===== src/include/mesosync_macros.svh =====
// default sizes for the mesosync link core
// included by the package, the RTL modules and the testbench
// override on the compile line to build other link configurations
`ifndef MESOSYNC_MACROS_SVH
`define MESOSYNC_MACROS_SVH

// bits per data word on both the core and channel sides
`define MESO_WIDTH 16

// depth of the channel input FIFO, also the far-side buffer depth
`define MESO_FIFO_ELS 4

// credits held toward the channel after reset
`define MESO_CREDIT_INIT 4

// ceiling of the credit counters, sets their width
`define MESO_CREDIT_MAX 7

// credits carried by one token pulse
`define MESO_DECIMATION 2

`endif


===== src/logic/mesosync_pkg.sv =====
// shared types of the mesosync link core
// referenced by scope from the RTL and the testbench
// word width comes from the macros header

`include "mesosync_macros.svh"

package mesosync_pkg;

    // one data word as it crosses the core or the channel
    typedef logic [`MESO_WIDTH-1:0] meso_word_t;

endpackage


===== src/logic/credit_input_fifo.sv =====
// small circular FIFO for words arriving from the channel
// the sender is bound by credits so there is no input ready
// every dequeue pulses credit_o to free one far-side credit
// consumer dequeues with yumi_i, high only when v_o is high

`timescale 1ns/1ns

`include "mesosync_macros.svh"

module credit_input_fifo #(
    parameter int els_p = `MESO_FIFO_ELS
) (
    input  logic                      clk_i,
    input  logic                      rst_i,

    // channel side
    input  logic                      v_i,
    input  mesosync_pkg::meso_word_t  data_i,
    output logic                      credit_o,

    // consumer side
    output logic                      v_o,
    output mesosync_pkg::meso_word_t  data_o,
    input  logic                      yumi_i
);

    localparam int ptr_w_lp = (els_p > 1) ? $clog2(els_p) : 1;
    localparam int cnt_w_lp = $clog2(els_p + 1);
    localparam logic [ptr_w_lp-1:0] last_ptr_lp = ptr_w_lp'(els_p - 1);

    mesosync_pkg::meso_word_t mem_r [els_p];
    logic [ptr_w_lp-1:0]      wr_ptr_r;
    logic [ptr_w_lp-1:0]      rd_ptr_r;
    logic [cnt_w_lp-1:0]      count_r;
    logic                     deq;

    // data shows on the output the cycle after it is written
    assign v_o    = (count_r != '0);
    assign data_o = mem_r[rd_ptr_r];

    // dequeue only counts when there is something to take
    assign deq = yumi_i & v_o;

    // one credit per freed slot, same cycle as the dequeue
    assign credit_o = deq;

    // pointers wrap at els_p, so any depth works
    always_ff @(posedge clk_i) begin
        if (rst_i) begin
            wr_ptr_r <= '0;
            rd_ptr_r <= '0;
            count_r  <= '0;
        end else begin
            if (v_i) begin
                if (wr_ptr_r == last_ptr_lp)
                    wr_ptr_r <= '0;
                else
                    wr_ptr_r <= wr_ptr_r + 1'b1;
            end
            if (deq) begin
                if (rd_ptr_r == last_ptr_lp)
                    rd_ptr_r <= '0;
                else
                    rd_ptr_r <= rd_ptr_r + 1'b1;
            end
            // occupancy moves only when exactly one side is active
            if (v_i && !deq)
                count_r <= count_r + 1'b1;
            else if (!v_i && deq)
                count_r <= count_r - 1'b1;
        end
    end

    // word storage
    always_ff @(posedge clk_i) begin
        if (v_i)
            mem_r[wr_ptr_r] <= data_i;
    end

endmodule


===== src/logic/credit_to_token.sv =====
// batches single credits into token pulses toward the far side
// one token stands for decimation_p credits
// a token waits in a flop until line_ready_i lets it out

`timescale 1ns/1ns

`include "mesosync_macros.svh"

module credit_to_token #(
    parameter int decimation_p = `MESO_DECIMATION,
    parameter int max_val_p    = `MESO_CREDIT_MAX
) (
    input  logic clk_i,
    input  logic rst_i,
    input  logic credit_i,
    input  logic line_ready_i,
    output logic token_o
);

    localparam int cnt_w_lp = $clog2(max_val_p + 1);
    localparam logic [cnt_w_lp:0] dec_lp = (cnt_w_lp + 1)'(decimation_p);
    localparam logic [cnt_w_lp:0] max_lp = (cnt_w_lp + 1)'(max_val_p);

    logic [cnt_w_lp-1:0] count_r;
    logic [cnt_w_lp:0]   base;
    logic [cnt_w_lp:0]   sum;
    logic                pending_r;
    logic                fire;
    logic                load;

    // pending token goes out on the first cycle the line is ready
    assign fire    = pending_r & line_ready_i;
    assign token_o = fire;

    // refill the pending flop once it is empty or leaving this cycle
    assign load = (~pending_r | fire) & ({1'b0, count_r} >= dec_lp);

    // credits taken by a new token, then the incoming credit
    assign base = load ? ({1'b0, count_r} - dec_lp) : {1'b0, count_r};
    assign sum  = base + {{cnt_w_lp{1'b0}}, credit_i};

    always_ff @(posedge clk_i) begin
        if (rst_i) begin
            count_r   <= '0;
            pending_r <= 1'b0;
        end else begin
            // saturate rather than wrap
            if (sum > max_lp)
                count_r <= max_lp[cnt_w_lp-1:0];
            else
                count_r <= sum[cnt_w_lp-1:0];
            pending_r <= load | (pending_r & ~fire);
        end
    end

endmodule


===== src/logic/mesosync_core.sv =====
// top of the mesosync link core
// joins a valid/ready core port to a valid/token channel port
// normal mode moves words both ways, loopback mode returns
// channel words straight back to the channel for calibration
// line_ready_i gates every send and token on the channel

`timescale 1ns/1ns

`include "mesosync_macros.svh"

module mesosync_core (
    input  logic                      clk_i,
    input  logic                      rst_i,
    input  logic                      loopback_en_i,
    input  logic                      line_ready_i,

    // channel, incoming words and returned tokens
    input  mesosync_pkg::meso_word_t  meso_data_i,
    input  logic                      meso_v_i,
    output logic                      meso_token_o,

    // channel, outgoing words and received tokens
    output logic                      meso_v_o,
    output mesosync_pkg::meso_word_t  meso_data_o,
    input  logic                      meso_token_i,

    // core, words in
    input  mesosync_pkg::meso_word_t  data_i,
    input  logic                      v_i,
    output logic                      ready_and_o,

    // core, words out
    output logic                      v_o,
    output mesosync_pkg::meso_word_t  data_o,
    input  logic                      ready_and_i
);

    // input relay toward the send path
    logic                     in_relay_v;
    mesosync_pkg::meso_word_t in_relay_data;
    logic                     in_relay_ready;

    // channel FIFO toward the output relay
    logic                     out_relay_v;
    logic                     out_relay_ready;

    // channel FIFO output and its dequeue
    logic                     fifo_v;
    mesosync_pkg::meso_word_t fifo_data;
    logic                     fifo_ready;
    logic                     fifo_yumi;
    logic                     fifo_credit;

    // send path toward the credit counter
    logic                     send_v;
    logic                     send_ready;
    logic                     counter_v;
    logic                     counter_ready;

    relay_fifo #(
        .payload_t (mesosync_pkg::meso_word_t)
    ) input_relay (
        .clk_i   (clk_i),
        .rst_i   (rst_i),
        .v_i     (v_i),
        .data_i  (data_i),
        .ready_o (ready_and_o),
        .v_o     (in_relay_v),
        .data_o  (in_relay_data),
        .ready_i (in_relay_ready)
    );

    relay_fifo #(
        .payload_t (mesosync_pkg::meso_word_t)
    ) output_relay (
        .clk_i   (clk_i),
        .rst_i   (rst_i),
        .v_i     (out_relay_v),
        .data_i  (fifo_data),
        .ready_o (out_relay_ready),
        .v_o     (v_o),
        .data_o  (data_o),
        .ready_i (ready_and_i)
    );

    // the send source is the channel FIFO in loopback, the core otherwise
    assign send_v      = loopback_en_i ? fifo_v : in_relay_v;
    assign meso_data_o = loopback_en_i ? fifo_data : in_relay_data;

    // nothing reaches the counter while the line is down
    assign counter_v  = line_ready_i & send_v;
    assign send_ready = line_ready_i & counter_ready;

    // loopback starves both core-side relays
    assign in_relay_ready = ~loopback_en_i & send_ready;
    assign out_relay_v    = ~loopback_en_i & fifo_v;

    // the FIFO consumer is the send path or the output relay
    assign fifo_ready = loopback_en_i ? send_ready : out_relay_ready;
    assign fifo_yumi  = fifo_ready & fifo_v;

    credit_input_fifo #(
        .els_p (`MESO_FIFO_ELS)
    ) input_fifo (
        .clk_i    (clk_i),
        .rst_i    (rst_i),
        .v_i      (meso_v_i),
        .data_i   (meso_data_i),
        .credit_o (fifo_credit),
        .v_o      (fifo_v),
        .data_o   (fifo_data),
        .yumi_i   (fifo_yumi)
    );

    // freed FIFO slots go back to the far side as tokens
    credit_to_token #(
        .decimation_p (`MESO_DECIMATION),
        .max_val_p    (`MESO_CREDIT_MAX)
    ) token_converter (
        .clk_i        (clk_i),
        .rst_i        (rst_i),
        .credit_i     (fifo_credit),
        .line_ready_i (line_ready_i),
        .token_o      (meso_token_o)
    );

    // far-side buffer space, refilled by incoming tokens
    ready_to_credit_counter #(
        .credit_initial_p (`MESO_CREDIT_INIT),
        .credit_max_val_p (`MESO_CREDIT_MAX),
        .decimation_p     (`MESO_DECIMATION)
    ) output_credit_counter (
        .clk_i    (clk_i),
        .rst_i    (rst_i),
        .v_i      (counter_v),
        .ready_o  (counter_ready),
        .v_o      (meso_v_o),
        .credit_i (meso_token_i)
    );

endmodule


===== src/logic/ready_to_credit_counter.sv =====
// credit counter on the send path toward the channel
// grants a send while the far buffer has room
// each token pulse returns decimation_p credits

`timescale 1ns/1ns

`include "mesosync_macros.svh"

module ready_to_credit_counter #(
    parameter int credit_initial_p = `MESO_CREDIT_INIT,
    parameter int credit_max_val_p = `MESO_CREDIT_MAX,
    parameter int decimation_p     = `MESO_DECIMATION
) (
    input  logic clk_i,
    input  logic rst_i,

    // send request and grant
    input  logic v_i,
    output logic ready_o,

    // accepted send toward the channel
    output logic v_o,

    // token from the far side
    input  logic credit_i
);

    localparam int cnt_w_lp = $clog2(credit_max_val_p + 1);
    localparam logic [cnt_w_lp-1:0] init_lp = cnt_w_lp'(credit_initial_p);
    localparam logic [cnt_w_lp:0]   dec_lp  = (cnt_w_lp + 1)'(decimation_p);
    localparam logic [cnt_w_lp:0]   max_lp  = (cnt_w_lp + 1)'(credit_max_val_p);

    logic [cnt_w_lp-1:0] credit_r;
    logic [cnt_w_lp:0]   refill;
    logic [cnt_w_lp:0]   credit_next;
    logic                send;

    // any credit left allows a send
    assign ready_o = (credit_r != '0);

    // strobe goes out in the same cycle the send is granted
    assign send = v_i & ready_o;
    assign v_o  = send;

    // send and token may land together
    assign refill      = credit_i ? dec_lp : '0;
    assign credit_next = {1'b0, credit_r} - {{cnt_w_lp{1'b0}}, send} + refill;

    always_ff @(posedge clk_i) begin
        if (rst_i) begin
            credit_r <= init_lp;
        end else begin
            // clip at the ceiling, a well behaved far side never hits it
            if (credit_next > max_lp)
                credit_r <= max_lp[cnt_w_lp-1:0];
            else
                credit_r <= credit_next[cnt_w_lp-1:0];
        end
    end

endmodule


===== src/logic/relay_fifo.sv =====
// two-entry valid/ready relay stage with a registered ready
// placed between distant blocks to cut long ready paths
// payload type is a parameter so any word or struct can pass

`timescale 1ns/1ns

module relay_fifo #(
    parameter type payload_t = mesosync_pkg::meso_word_t
) (
    input  logic     clk_i,
    input  logic     rst_i,

    // upstream side
    input  logic     v_i,
    input  payload_t data_i,
    output logic     ready_o,

    // downstream side
    output logic     v_o,
    output payload_t data_o,
    input  logic     ready_i
);

    payload_t   mem_r [2];
    logic       wr_ptr_r;
    logic       rd_ptr_r;
    logic [1:0] count_r;
    logic [1:0] count_next;
    logic       ready_r;
    logic       enq;
    logic       deq;

    // ready is a flop so the upstream sees no path from ready_i
    assign enq = v_i & ready_r;
    assign deq = ready_i & v_o;

    // head entry drives the output
    assign v_o     = (count_r != 2'd0);
    assign data_o  = mem_r[rd_ptr_r];
    assign ready_o = ready_r;

    always_comb begin
        count_next = count_r;
        case ({enq, deq})
            2'b10:   count_next = count_r + 2'd1;
            2'b01:   count_next = count_r - 2'd1;
            default: count_next = count_r;
        endcase
    end

    // control state
    always_ff @(posedge clk_i) begin
        if (rst_i) begin
            wr_ptr_r <= 1'b0;
            rd_ptr_r <= 1'b0;
            count_r  <= 2'd0;
            ready_r  <= 1'b1;
        end else begin
            if (enq)
                wr_ptr_r <= ~wr_ptr_r;
            if (deq)
                rd_ptr_r <= ~rd_ptr_r;
            count_r <= count_next;
            // second entry is the skid slot, drop ready once both are used
            ready_r <= (count_next != 2'd2);
        end
    end

    // payload storage
    always_ff @(posedge clk_i) begin
        if (enq)
            mem_r[wr_ptr_r] <= data_i;
    end

endmodule


===== config.mk =====
export PLATFORM = sky130hd
export DESIGN_NAME = mesosync_core
export DESIGN_NICKNAME = d
export VERILOG_FILES = /design/src/logic/mesosync_pkg.sv /design/src/logic/credit_input_fifo.sv /design/src/logic/credit_to_token.sv /design/src/logic/mesosync_core.sv /design/src/logic/ready_to_credit_counter.sv /design/src/logic/relay_fifo.sv
export VERILOG_INCLUDE_DIRS = /design/src /design/src/include
export SDC_FILE = /design/constraint.sdc
export NUM_CORES = 1
export LEC_CHECK = 0
export BUFFER_PORTS_ARGS = -buffer_cell sky130_fd_sc_hd__buf_2
export CORE_UTILIZATION = 45
export DETAILED_ROUTE_END_ITERATION = 12
export PLACE_DENSITY = 0.74
export SYNTH_ARGS = -nofsm -noshare
export SYNTH_HDL_FRONTEND = slang
export SYNTH_SLANG_ARGS = --single-unit
export TNS_END_PERCENT = 10

===== constraint.sdc =====
create_clock -name clk_i -period 4.5 [get_ports clk_i]
set_input_delay 0.675 -clock clk_i [delete_from_list [all_inputs] [get_ports clk_i]]
set_output_delay 0.675 -clock clk_i [all_outputs]
set_load 0.05 [all_outputs]

==> flow_summary.json, run 1 <==
{
  "status": "completed",
  "hold_buffers": 0,
  "crit_arrival_ns": 2.57,
  "ant_nets": 0,
  "clk_pin_slew_ns": 0.06,
  "row_count": 42,
  "grt_first_pass_wirelength_mm": 17.1,
  "clk_latency_ns": 0.42,
  "seq_area_frac_synth_pct": 71.2,
  "first_iter_violations": 287,
  "routed_wl_mm": 10.9,
  "yosys.area_share.simple_pct": 5.08,
  "synth_nets": 430,
  "vdd_drop_max_uv": 297,
  "cts_root_buffer": "clkbuf_16",
  "hp-start": "data_i[8]",
  "routabilityCongestion": 0.764,
  "finalSetupViolCount": 0,
  "nNetsFinal": 513,
  "end_kind": "primary output",
  "cts.path.max_buffers": 2,
  "min_delay_path_depth": 1,
  "drive_above_1_share_pct": 29.6,
  "firstDrtPassIters": 4,
  "synth_top_cell_area_share_pct": 62.2,
  "timing.final.ws_setup_ns": 1.25,
  "hp-class": "input pin to flip-flop",
  "fin_skew_ns": 0.00711,
  "die_area_sq_um": 14200,
  "synthXorXnorAreaFrac_pct": 1.56,
  "power.density_nw_per_um2": 641,
  "die_y_um": 119,
  "slew_violations": 0,
  "post-route-period-util_pct": 72.2,
  "grt.overflow.total": 0,
  "antenna_found_initial": 3,
  "final_cell_mix": "edfxtp_1 (128), buf_2 (75), dfxtp_1 (28)",
  "yosys-top-cells-area": "edfxtp_1 (62%), dfxtp_1 (9.1%), mux4_2 (4.0%)",
  "numClockSinks": 156,
  "r2r_cells": 9,
  "first_global_vias": 3301,
  "period_needed_ns": 3.25,
  "rr_endpoint": "input_fifo.count_r[2]$_SDFFE_PP0P_",
  "min_to": "input_relay.mem_r[0][8]$_DFFE_PP_",
  "r2r_slack_ns": 2.14,
  "cts_inserted_buffers": 17,
  "wl_per_cell_um": 16.9,
  "power.leakage_nw": 2.65,
  "synthAdderAreaFrac_pct": 3.48,
  "crit_fanout": 16,
  "synth_area_leader_cell": "edfxtp_1",
  "crit_type": "flip-flop to primary output",
  "dieWidth_um": 119,
  "r2r-start": "input_fifo.count_r[0]$_SDFFE_PP0P_",
  "ys_types": 41,
  "grt_start_max_net_pins": 37,
  "synth_top_family_by_area": "multiplexers",
  "initial_core_util_pct": 46.3,
  "synth_area_sq_um": 6180,
  "synth-compound-area-share_pct": 3.84,
  "vias_per_cell": 5.11,
  "ys_ff_latch": 156,
  "area_growth_pct": 17.3,
  "cts_tree": "yes",
  "postCtsSetupRepairBufs": 0,
  "slew_headroom_pct": 35.2,
  "drc": 0,
  "final_common_cell": "edfxtp_1",
  "synthCells": 374,
  "yosysWarnings": 0,
  "ioPinCount": 76,
  "setup-tns-final_ns": 0,
  "port_buffers": 75,
  "pre_cts_slack_ns": 1.58,
  "maxCapViolCount": 0,
  "cts_resized": 0,
  "hpwl_mm": 7.56,
  "fmax_mhz": 308,
  "grt_usage_pct": 16.4,
  "vias": 3293,
  "core-area_sq_um": 13300,
  "hold_viol": 0,
  "synth_mux_area_share_pct": 12.3,
  "diodes": 0,
  "crit_path_start_kind": "flip-flop",
  "syn_area_per_cell_sq_um": 16.5,
  "cts_htree_levels": 4,
  "worst_slew_pin_slew_ns": 0.971,
  "rsz0062_at_grt": "false",
  "power_mw": 4.65,
  "crit_required_ns": 3.83
}
[worst max-delay path, stage by stage (launching register included)]
cell and delay (ns):
dfxtp_1 0.96, mux4_1 0.75, nand2_1 0.11, o21ai_0 0.09
buf_2 0.24
[metal layers]
metal	share of wire [%]	vias up	GRT usage (%)
met1	43	1597	20.8
met4	1.5	4	6.88
met5	0.23	-	0
li1	-	1575	-
met3	6.0	21	5.36
met2	49	96	25.8
[cell type report]
class | instances | area [sq um]
timing repair buffer | 78 | 398
sequential | 156 | 4400
tap | 176 | 220
fill | 1054 | 6100
multi-input combinational | 186 | 1620
inverter | 18 | 67.6
clock buffer | 17 | 425
clock inverter | 14 | 114
[registers in the layout, indices dropped and copies added, names as in the netlist, named ones only]
signal	count
token_converter.count_r	3
output_credit_counter.credit_r	3
input_fifo.mem_r	64
output_relay.count_r	2
output_relay.mem_r	32
input_relay.wr_ptr_r	1
output_relay.ready_o	1
token_converter.pending_r	1
input_fifo.wr_ptr_r	2
output_relay.rd_ptr_r	1
input_fifo.count_r	3
input_relay.mem_r	32
input_relay.count_r	2
output_relay.wr_ptr_r	1
input_relay.rd_ptr_r	1
input_fifo.rd_ptr_r	2
input_relay.ready_o	1
[through the flow]
step	cell area (sq um)	hold WS, ns	cells	utilization [%]
finish	7250	0.446	645	54.3
global route	7250	0.423	645	54.3
CTS	7250	0.426	645	54.3
detailed placement	6710	0.500	614	50.3
global placement	6710	0.462	614	50.3
floorplan	6180	0.454	374	-
[cells by family (layout without fill, tap and decap cells)]
kind of cell,after synthesis,after routing
compound gates,39,39
fa+ha+maj,16,16
xor+xnor,11,11
buf+inv,32,127
mux,52,52
simple gates,68,68
flops,156,156
[worst max path at each step]
stage	endpoint	slack [ns]
after floorplan	output_credit_counter.credit_r[2]$_SDFF_PP1_	1.38
after global placement	output_credit_counter.credit_r[2]$_SDFF_PP1_	1.67
after detailed placement	output_credit_counter.credit_r[2]$_SDFF_PP1_	1.58
after CTS	meso_data_o[1]	1.17
after global routing	meso_data_o[1]	1.05
final	meso_data_o[1]	1.25
[Yosys cell counts (all sizes together)]
master and instances:
xor2 5, nand2 21, buf 10, xnor2 6
nand3 1, a41oi 1, inv 18, mux4 16
o211a 1, nand2b 4, o31ai 1, o21ai 22
o311ai 1, and3 1, a21oi 5, nor2b 1
nand4 1, a21o 1, nor3 2, ha 14
nor2 24, fa 2, a31oi 4, or2 1
clkbuf 4, and2 6, or3 5, edfxtp 128
dfxtp 28, mux2 16, a211o 1, mux2i 20
nor4 1, a21boi 1, o21bai 1
[power by group]
part / internal, mW / total (mW) / switching [mW] / leakage [nW]
logic: 0.483 / 1.37 / 0.885 / 0.977
registers: 1.83 / 1.99 / 0.163 / 1.41
clock network: 0.714 / 1.28 / 0.571 / 0.266
Note: power is estimated with default switching activity, not from simulation.
==> run 2: changes to the inputs <==
ABC_AREA = 1   (was unset)
PLACE_DENSITY = 0.77   (was 0.74)
clock period = 2.9 ns   (was 4.5 ns; I/O delays follow)
==> run 2 against run 1 <==
Compared with the run above: critical path depth rose by 1; synthesized area rose by 3.5%; power rose by 73%; clock skew barely moved; non-clock buffer count rose by 5; core utilization fell by 0.45 points; register-to-register slack got worse by 1.6 ns; worst setup slack got worse by 1.0 ns; sequential power rose by 55%; combinational power rose by 110%.
==> flow_summary.json, run 2 <==
{
  "rr_endpoint": "output_credit_counter.credit_r[2]$_SDFF_PP1_",
  "hp-start": "data_i[6]",
  "cts_root_buffer": "clkbuf_16",
  "finalSetupViolCount": 0,
  "row_count": 43,
  "grt.overflow.total": 0,
  "synth_edf_count": 128,
  "hold_buffers": 0,
  "final_cell_mix": "edfxtp_1 (128), nand2_1 (91), buf_2 (75)",
  "seq_area_frac_synth_pct": 68.8,
  "syn_area_per_cell_sq_um": 12.5,
  "crit_end": "meso_data_o[3]",
  "die_area_sq_um": 14700,
  "crit_required_ns": 2.47,
  "fin_skew_ns": 0.00718,
  "ys_types": 30,
  "ioPinCount": 76,
  "slew_headroom_pct": 49.1,
  "maxCapViolCount": 0,
  "cts_inserted_buffers": 17,
  "crit_arrival_ns": 2.23,
  "first_iter_violations": 351,
  "initial_core_util_pct": 46.1,
  "cts_htree_levels": 4,
  "synth_top_cell_area_share_pct": 60.1,
  "hold_viol": 0,
  "dieWidth_um": 121,
  "routed_wl_mm": 12.6,
  "firstDrtPassIters": 4,
  "r2r-start": "output_credit_counter.credit_r[2]$_SDFF_PP1_",
  "cts_tree": "yes",
  "drc": 0,
  "vias_per_cell": 5.05,
  "busiest_layer": "met2",
  "post-route-period-util_pct": 91.7,
  "numClockSinks": 156,
  "fill_cells": 1137,
  "period_needed_ns": 2.66,
  "crit_type": "flip-flop to primary output",
  "vdd_drop_max_uv": 642,
  "power.density_nw_per_um2": 1070,
  "crit_path_start_kind": "flip-flop",
  "clk_pin_slew_ns": 0.06,
  "wl_per_cell_um": 16.0,
  "ys.flop_type": "edfxtp_1",
  "status": "completed",
  "final_common_cell": "edfxtp_1",
  "ys_ff_latch": 156,
  "synth_most_common_cell": "edfxtp_1",
  "synth_area_sq_um": 6400,
  "slew_violations": 0,
  "grt_first_pass_wirelength_mm": 20.0,
  "r2r_cells": 10,
  "vias": 3963,
  "ant_nets": 0,
  "worst_slew_pin_slew_ns": 0.762,
  "clk_latency_ns": 0.42,
  "antenna_found_initial": 1,
  "largest_reg_flops": 64,
  "power.leakage_nw": 3.05,
  "end_kind": "primary output",
  "setup-tns-final_ns": 0,
  "fmax_mhz": 376,
  "rsz0062_at_grt": "false",
  "postSynth.asyncResetShare_pct": 0,
  "met3_usage_pct": 4.79,
  "postCtsSetupRepairBufs": 0,
  "globalRouteMet2Util_pct": 33.9,
  "regMostFlops": "input_fifo.mem_r",
  "r2r_slack_ns": 0.58,
  "area_growth_pct": 16.9,
  "diodes": 0,
  "core-area_sq_um": 13900,
  "synth_common_cells": "edfxtp_1 (128), nand2_1 (91), inv_1 (70)",
  "grt_usage_pct": 18.4,
  "grt_start_max_net_pins": 34,
  "crit_fanout": 24,
  "grt_util_met1_pct": 19.9,
  "reg.largest.list": "input_fifo.mem_r (64), input_relay.mem_r (32), output_relay.mem_r (32)",
  "drive_above_1_share_pct": 23.1,
  "synthCells": 511,
  "nNetsFinal": 649,
  "cts_resized": 0,
  "yosysWarnings": 0,
  "routabilityCongestion": 0.767,
  "die_y_um": 121,
  "hp-class": "input pin to flip-flop",
  "yosys-top-cells-area": "edfxtp_1 (60%), dfxtp_1 (8.8%), nand2_1 (5.3%)",
  "synth_area_leader_cell": "edfxtp_1",
  "postLayoutCoreUtil_pct": 53.9,
  "port_buffers": 75,
  "cts.path.max_buffers": 2,
  "hold_slack_ns": 0.198,
  "hpwl_mm": 8.42,
  "first_global_vias": 4143,
  "synth_nets": 567
}
==> run 2: changes by cell type after synthesis, moves of 5 or more <==
cell      delta
mux2i_1     -20
a21oi_1     +20
nand2_1     +70
mux4_1       -5
o21ai_1      +7
inv_1       +52
xnor2_1      -5
mux4_2      -11
nand3_1      +9
and2_1       -6
a32o_1      +16
buf_6        +5
o211ai_1    +16
==> run 2: logic make-up after synthesis <==
family | share of synthesized area (%)
flip-flops | 68.8
AO/OA/AOI/OAI | 8.55
buffers and inverters | 6.61
XOR/XNOR | 0.684
multiplexers | 2.82
AND/OR/NAND/NOR | 9.13
adder cells (fa/ha/maj) | 3.36
==> run 2: power by group <==
group          leakage [nW]  total, mW  internal [mW]  switching [mW]
combinational          1.37       2.83          0.817            2.01
clock                 0.272       2.12           1.26           0.858
sequential             1.41       3.08           2.90           0.175
==> run 2: how the worst min path moves through the flow <==
| stage | endpoint | slack (ns) | depth (start not counted) |
|---|---|---|---|
| after CTS | input_relay.mem_r[0][14]$_DFFE_PP_ | 0.19 | 1 |
| after global placement | output_relay.rd_ptr_r$_SDFFE_PP0P_ | 0.45 | 1 |
| after detailed placement | flip-flop | 0.46 | 1 |
| after floorplan | output_relay.count_r[1]$_SDFF_PP0_ | 0.43 | 1 |
| after global routing | input_relay.mem_r[0][14]$_DFFE_PP_ | 0.19 | 1 |
| final | input_relay.mem_r[1][6]$_DFFE_PP_ | 0.20 | 1 |
==> run 2: layout make-up <==
| cell class | count | area, sq um | area share (%) |
|---|---|---|---|
| repair buffers | 83 | 435 | 5.82 |
| clock inverters | 10 | 118 | 1.57 |
| inverters | 75 | 287 | 3.83 |
| multi-input cells | 260 | 1570 | 21.0 |
| clock buffers | 21 | 440 | 5.89 |
| well taps | 180 | 225 | 3.01 |
| flip-flops and latches | 156 | 4400 | 58.9 |
==> run 2: worst max-delay path: stages, from the launching register on <==
cell	delay (ns)
dfxtp_1	0.56
buf_4	0.35
nand2_1	0.11
a32o_1	0.30
o21ai_1	0.18
buf_2	0.29
==> run 2: through the flow <==
| stage | area [sq um] | setup slack, ns | power (mW) | instances |
|---|---|---|---|---|
| floorplan | 6400 | 0.386 | 5.31 | 511 |
| global placement | 6920 | 0.569 | 5.82 | 754 |
| detailed placement | 6920 | 0.469 | 5.95 | 754 |
| CTS | 7480 | 0.224 | 8.08 | 785 |
| global route | 7480 | 0.118 | 8.44 | 785 |
| finish | 7480 | 0.240 | 8.03 | 785 |
==> run 2: layer usage <==
| layer | vias up | share of wire [%] |
|---|---|---|
| li1 | 1940 | - |
| met1 | 1916 | 39 |
| met2 | 86 | 55 |
| met3 | 19 | 4.9 |
| met4 | 2 | 1.3 |
| met5 | - | 0.10 |
==> run 3: changes to the inputs <==
PLACE_DENSITY = 0.67   (was 0.77)
SETUP_SLACK_MARGIN = 0.15   (was unset)
==> run 3 against run 2 <==
Compared with the run above: flip-flop and latch count unchanged; sequential share of layout area decreased by 0.11 points; critical path type unchanged; clock skew up 0.0021 ns; largest power group unchanged; global-route usage is 0.98 points lower; wire length down 4.8%; sequential power hardly changed; core utilization increased by 0.099 points; combinational power hardly changed; final cell count rose by 0.13%.
==> flow_summary.json, run 3 (same netlist as run 2, synthesis figures left out) <==
{
  "ioPinCount": 76,
  "grt_start_max_net_pins": 33,
  "cts_resized": 0,
  "dp.cells": 754,
  "drc": 0,
  "power.density_nw_per_um2": 1060,
  "cpMaxStageDelayCell": "dfxtp_1",
  "core-area_sq_um": 13900,
  "end_kind": "primary output",
  "dieWidth_um": 121,
  "fmax_mhz": 391,
  "grt_first_pass_wirelength_mm": 18.6,
  "met2WireLength_mm": 6.42,
  "cts_inserted_buffers": 17,
  "largest_reg_flops": 64,
  "final_common_cell": "edfxtp_1",
  "firstDrtPassIters": 4,
  "grt.overflow.total": 0,
  "maxUsedRoutingLayer": "met4",
  "cts_root_buffer": "clkbuf_16",
  "cts.path.max_buffers": 2,
  "crit_path_start_kind": "flip-flop",
  "vias": 3905,
  "clk_pin_slew_ns": 0.06,
  "power.leakage_nw": 3.05,
  "initial_core_util_pct": 46.1,
  "fill_cells": 1175,
  "crit_required_ns": 2.47,
  "numClockSinks": 156,
  "routed_wl_mm": 12.0,
  "regMostFlops": "input_fifo.mem_r",
  "clk_latency_ns": 0.42,
  "hold_viol": 0,
  "antenna_found_initial": 0,
  "crit_fanout": 32,
  "port_buffers": 75,
  "met1Wirelength_mm": 4.94,
  "ant_nets": 0,
  "cp.buffers_inverters": 2,
  "fin_cells": 786,
  "status": "completed",
  "hp-start": "data_i[14]",
  "crit_arrival_ns": 2.12,
  "post-route-period-util_pct": 88.1,
  "crit_family": "flip-flops",
  "nNetsFinal": 649,
  "first_iter_violations": 277,
  "period_needed_ns": 2.56,
  "reg.largest.list": "input_fifo.mem_r (64), input_relay.mem_r (32), output_relay.mem_r (32)",
  "vdd_drop_max_uv": 526,
  "cts_htree_levels": 4,
  "grt_usage_pct": 17.4,
  "slew_violations": 0,
  "r2r-start": "output_credit_counter.credit_r[2]$_SDFF_PP1_",
  "slew_headroom_pct": 48.2,
  "cp_cell_sequence": "clkinv_4 > nand2_1 > a32o_1 > o21ai_1 > buf_2",
  "multi_input_area_sq_um": 1570,
  "die_area_sq_um": 14700,
  "postCtsSetupRepairBufs": 0,
  "wl_per_cell_um": 15.2,
  "first_global_vias": 3859,
  "vias_per_cell": 4.97,
  "drive_above_1_share_pct": 23.1,
  "worst_slew_pin_slew_ns": 0.776,
  "row_count": 43,
  "area_growth_pct": 17.1,
  "hold_buffers": 0,
  "routabilityCongestion": 0.758,
  "crit_type": "flip-flop to primary output",
  "met3_length_um": 498,
  "diodes": 0,
  "maxCapViolCount": 0,
  "rsz0062_at_grt": "false",
  "regArea_sq_um": 4400,
  "hpwl_mm": 8.16,
  "hp-class": "input pin to flip-flop",
  "slowest_delay_ns": 0.65,
  "setup-tns-final_ns": 0,
  "cts_tree": "yes",
  "final_cell_mix": "edfxtp_1 (128), nand2_1 (91), buf_2 (75)",
  "finalSetupViolCount": 0,
  "fin_skew_ns": 0.00931,
  "die_y_um": 121
}
[run 3: cell types whose count changed in the layout (fill, tap and decap cells not counted), sizes merged]
cell,change
clkinv,-1
clkinvlp,+1
bufinv,-1
clkbuf,+4
inv,-2
[run 3: cell type report]
cell class | instances | share of cell area, %
clock inverters | 7 | 0.852
well taps | 180 | 3.01
inverters | 75 | 3.82
repair buffers | 83 | 5.98
clock buffers | 25 | 6.61
flip-flops and latches | 156 | 58.8
multi-input cells | 260 | 21.0
[run 3: final timing paths]
path                                                                     end  slack, ns  cells after the start
worst max-delay path                                         meso_data_o[14]       0.34                      5
worst min-delay path                      input_relay.mem_r[0][14]$_DFFE_PP_       0.21                      1
worst max register to register  output_credit_counter.credit_r[2]$_SDFF_PP1_       0.66                     10
worst min register to register            output_relay.rd_ptr_r$_SDFFE_PP0P_       0.47                      1
[run 3: routing by layer]
layer / up-vias / track usage [%]
li1: 1939 / -
met1: 1872 / 19.3
met2: 83 / 31.1
met3: 11 / 5.36
met4: 0 / 6.56
met5: - / 0
[run 3: worst reg2reg max path, delay by kind of cell (launching register included)]
family | cells | cell delay (ns)
xor+xnor | 1 | 0.15
compound gates | 1 | 0.21
flops | 1 | 0.35
buf+inv | 2 | 0.11
simple gates | 3 | 0.55
fa+ha+maj | 3 | 0.74
[run 3: through the flow]
step / power [mW] / utilization (%) / cell area [sq um] / setup WS, ns / hold WS, ns
4_1_cts: 8.04 / 54.0 / 7490 / 0.286 / 0.185
2_1_floorplan: 5.31 / - / 6400 / 0.386 / 0.430
5_1_grt: 8.39 / 54.0 / 7490 / 0.189 / 0.188
6_report: 7.96 / 54.0 / 7490 / 0.344 / 0.206
3_5_place_dp: 5.98 / 50.0 / 6930 / 0.490 / 0.460
3_3_place_gp: 5.86 / 50.0 / 6930 / 0.587 / 0.444
[run 3: power by group]
part	internal, mW	leakage [nW]	switching, mW
registers	2.90	1.41	0.176
logic	0.833	1.37	1.98
clock network	1.26	0.271	0.805
total	5.00	3.05	2.96
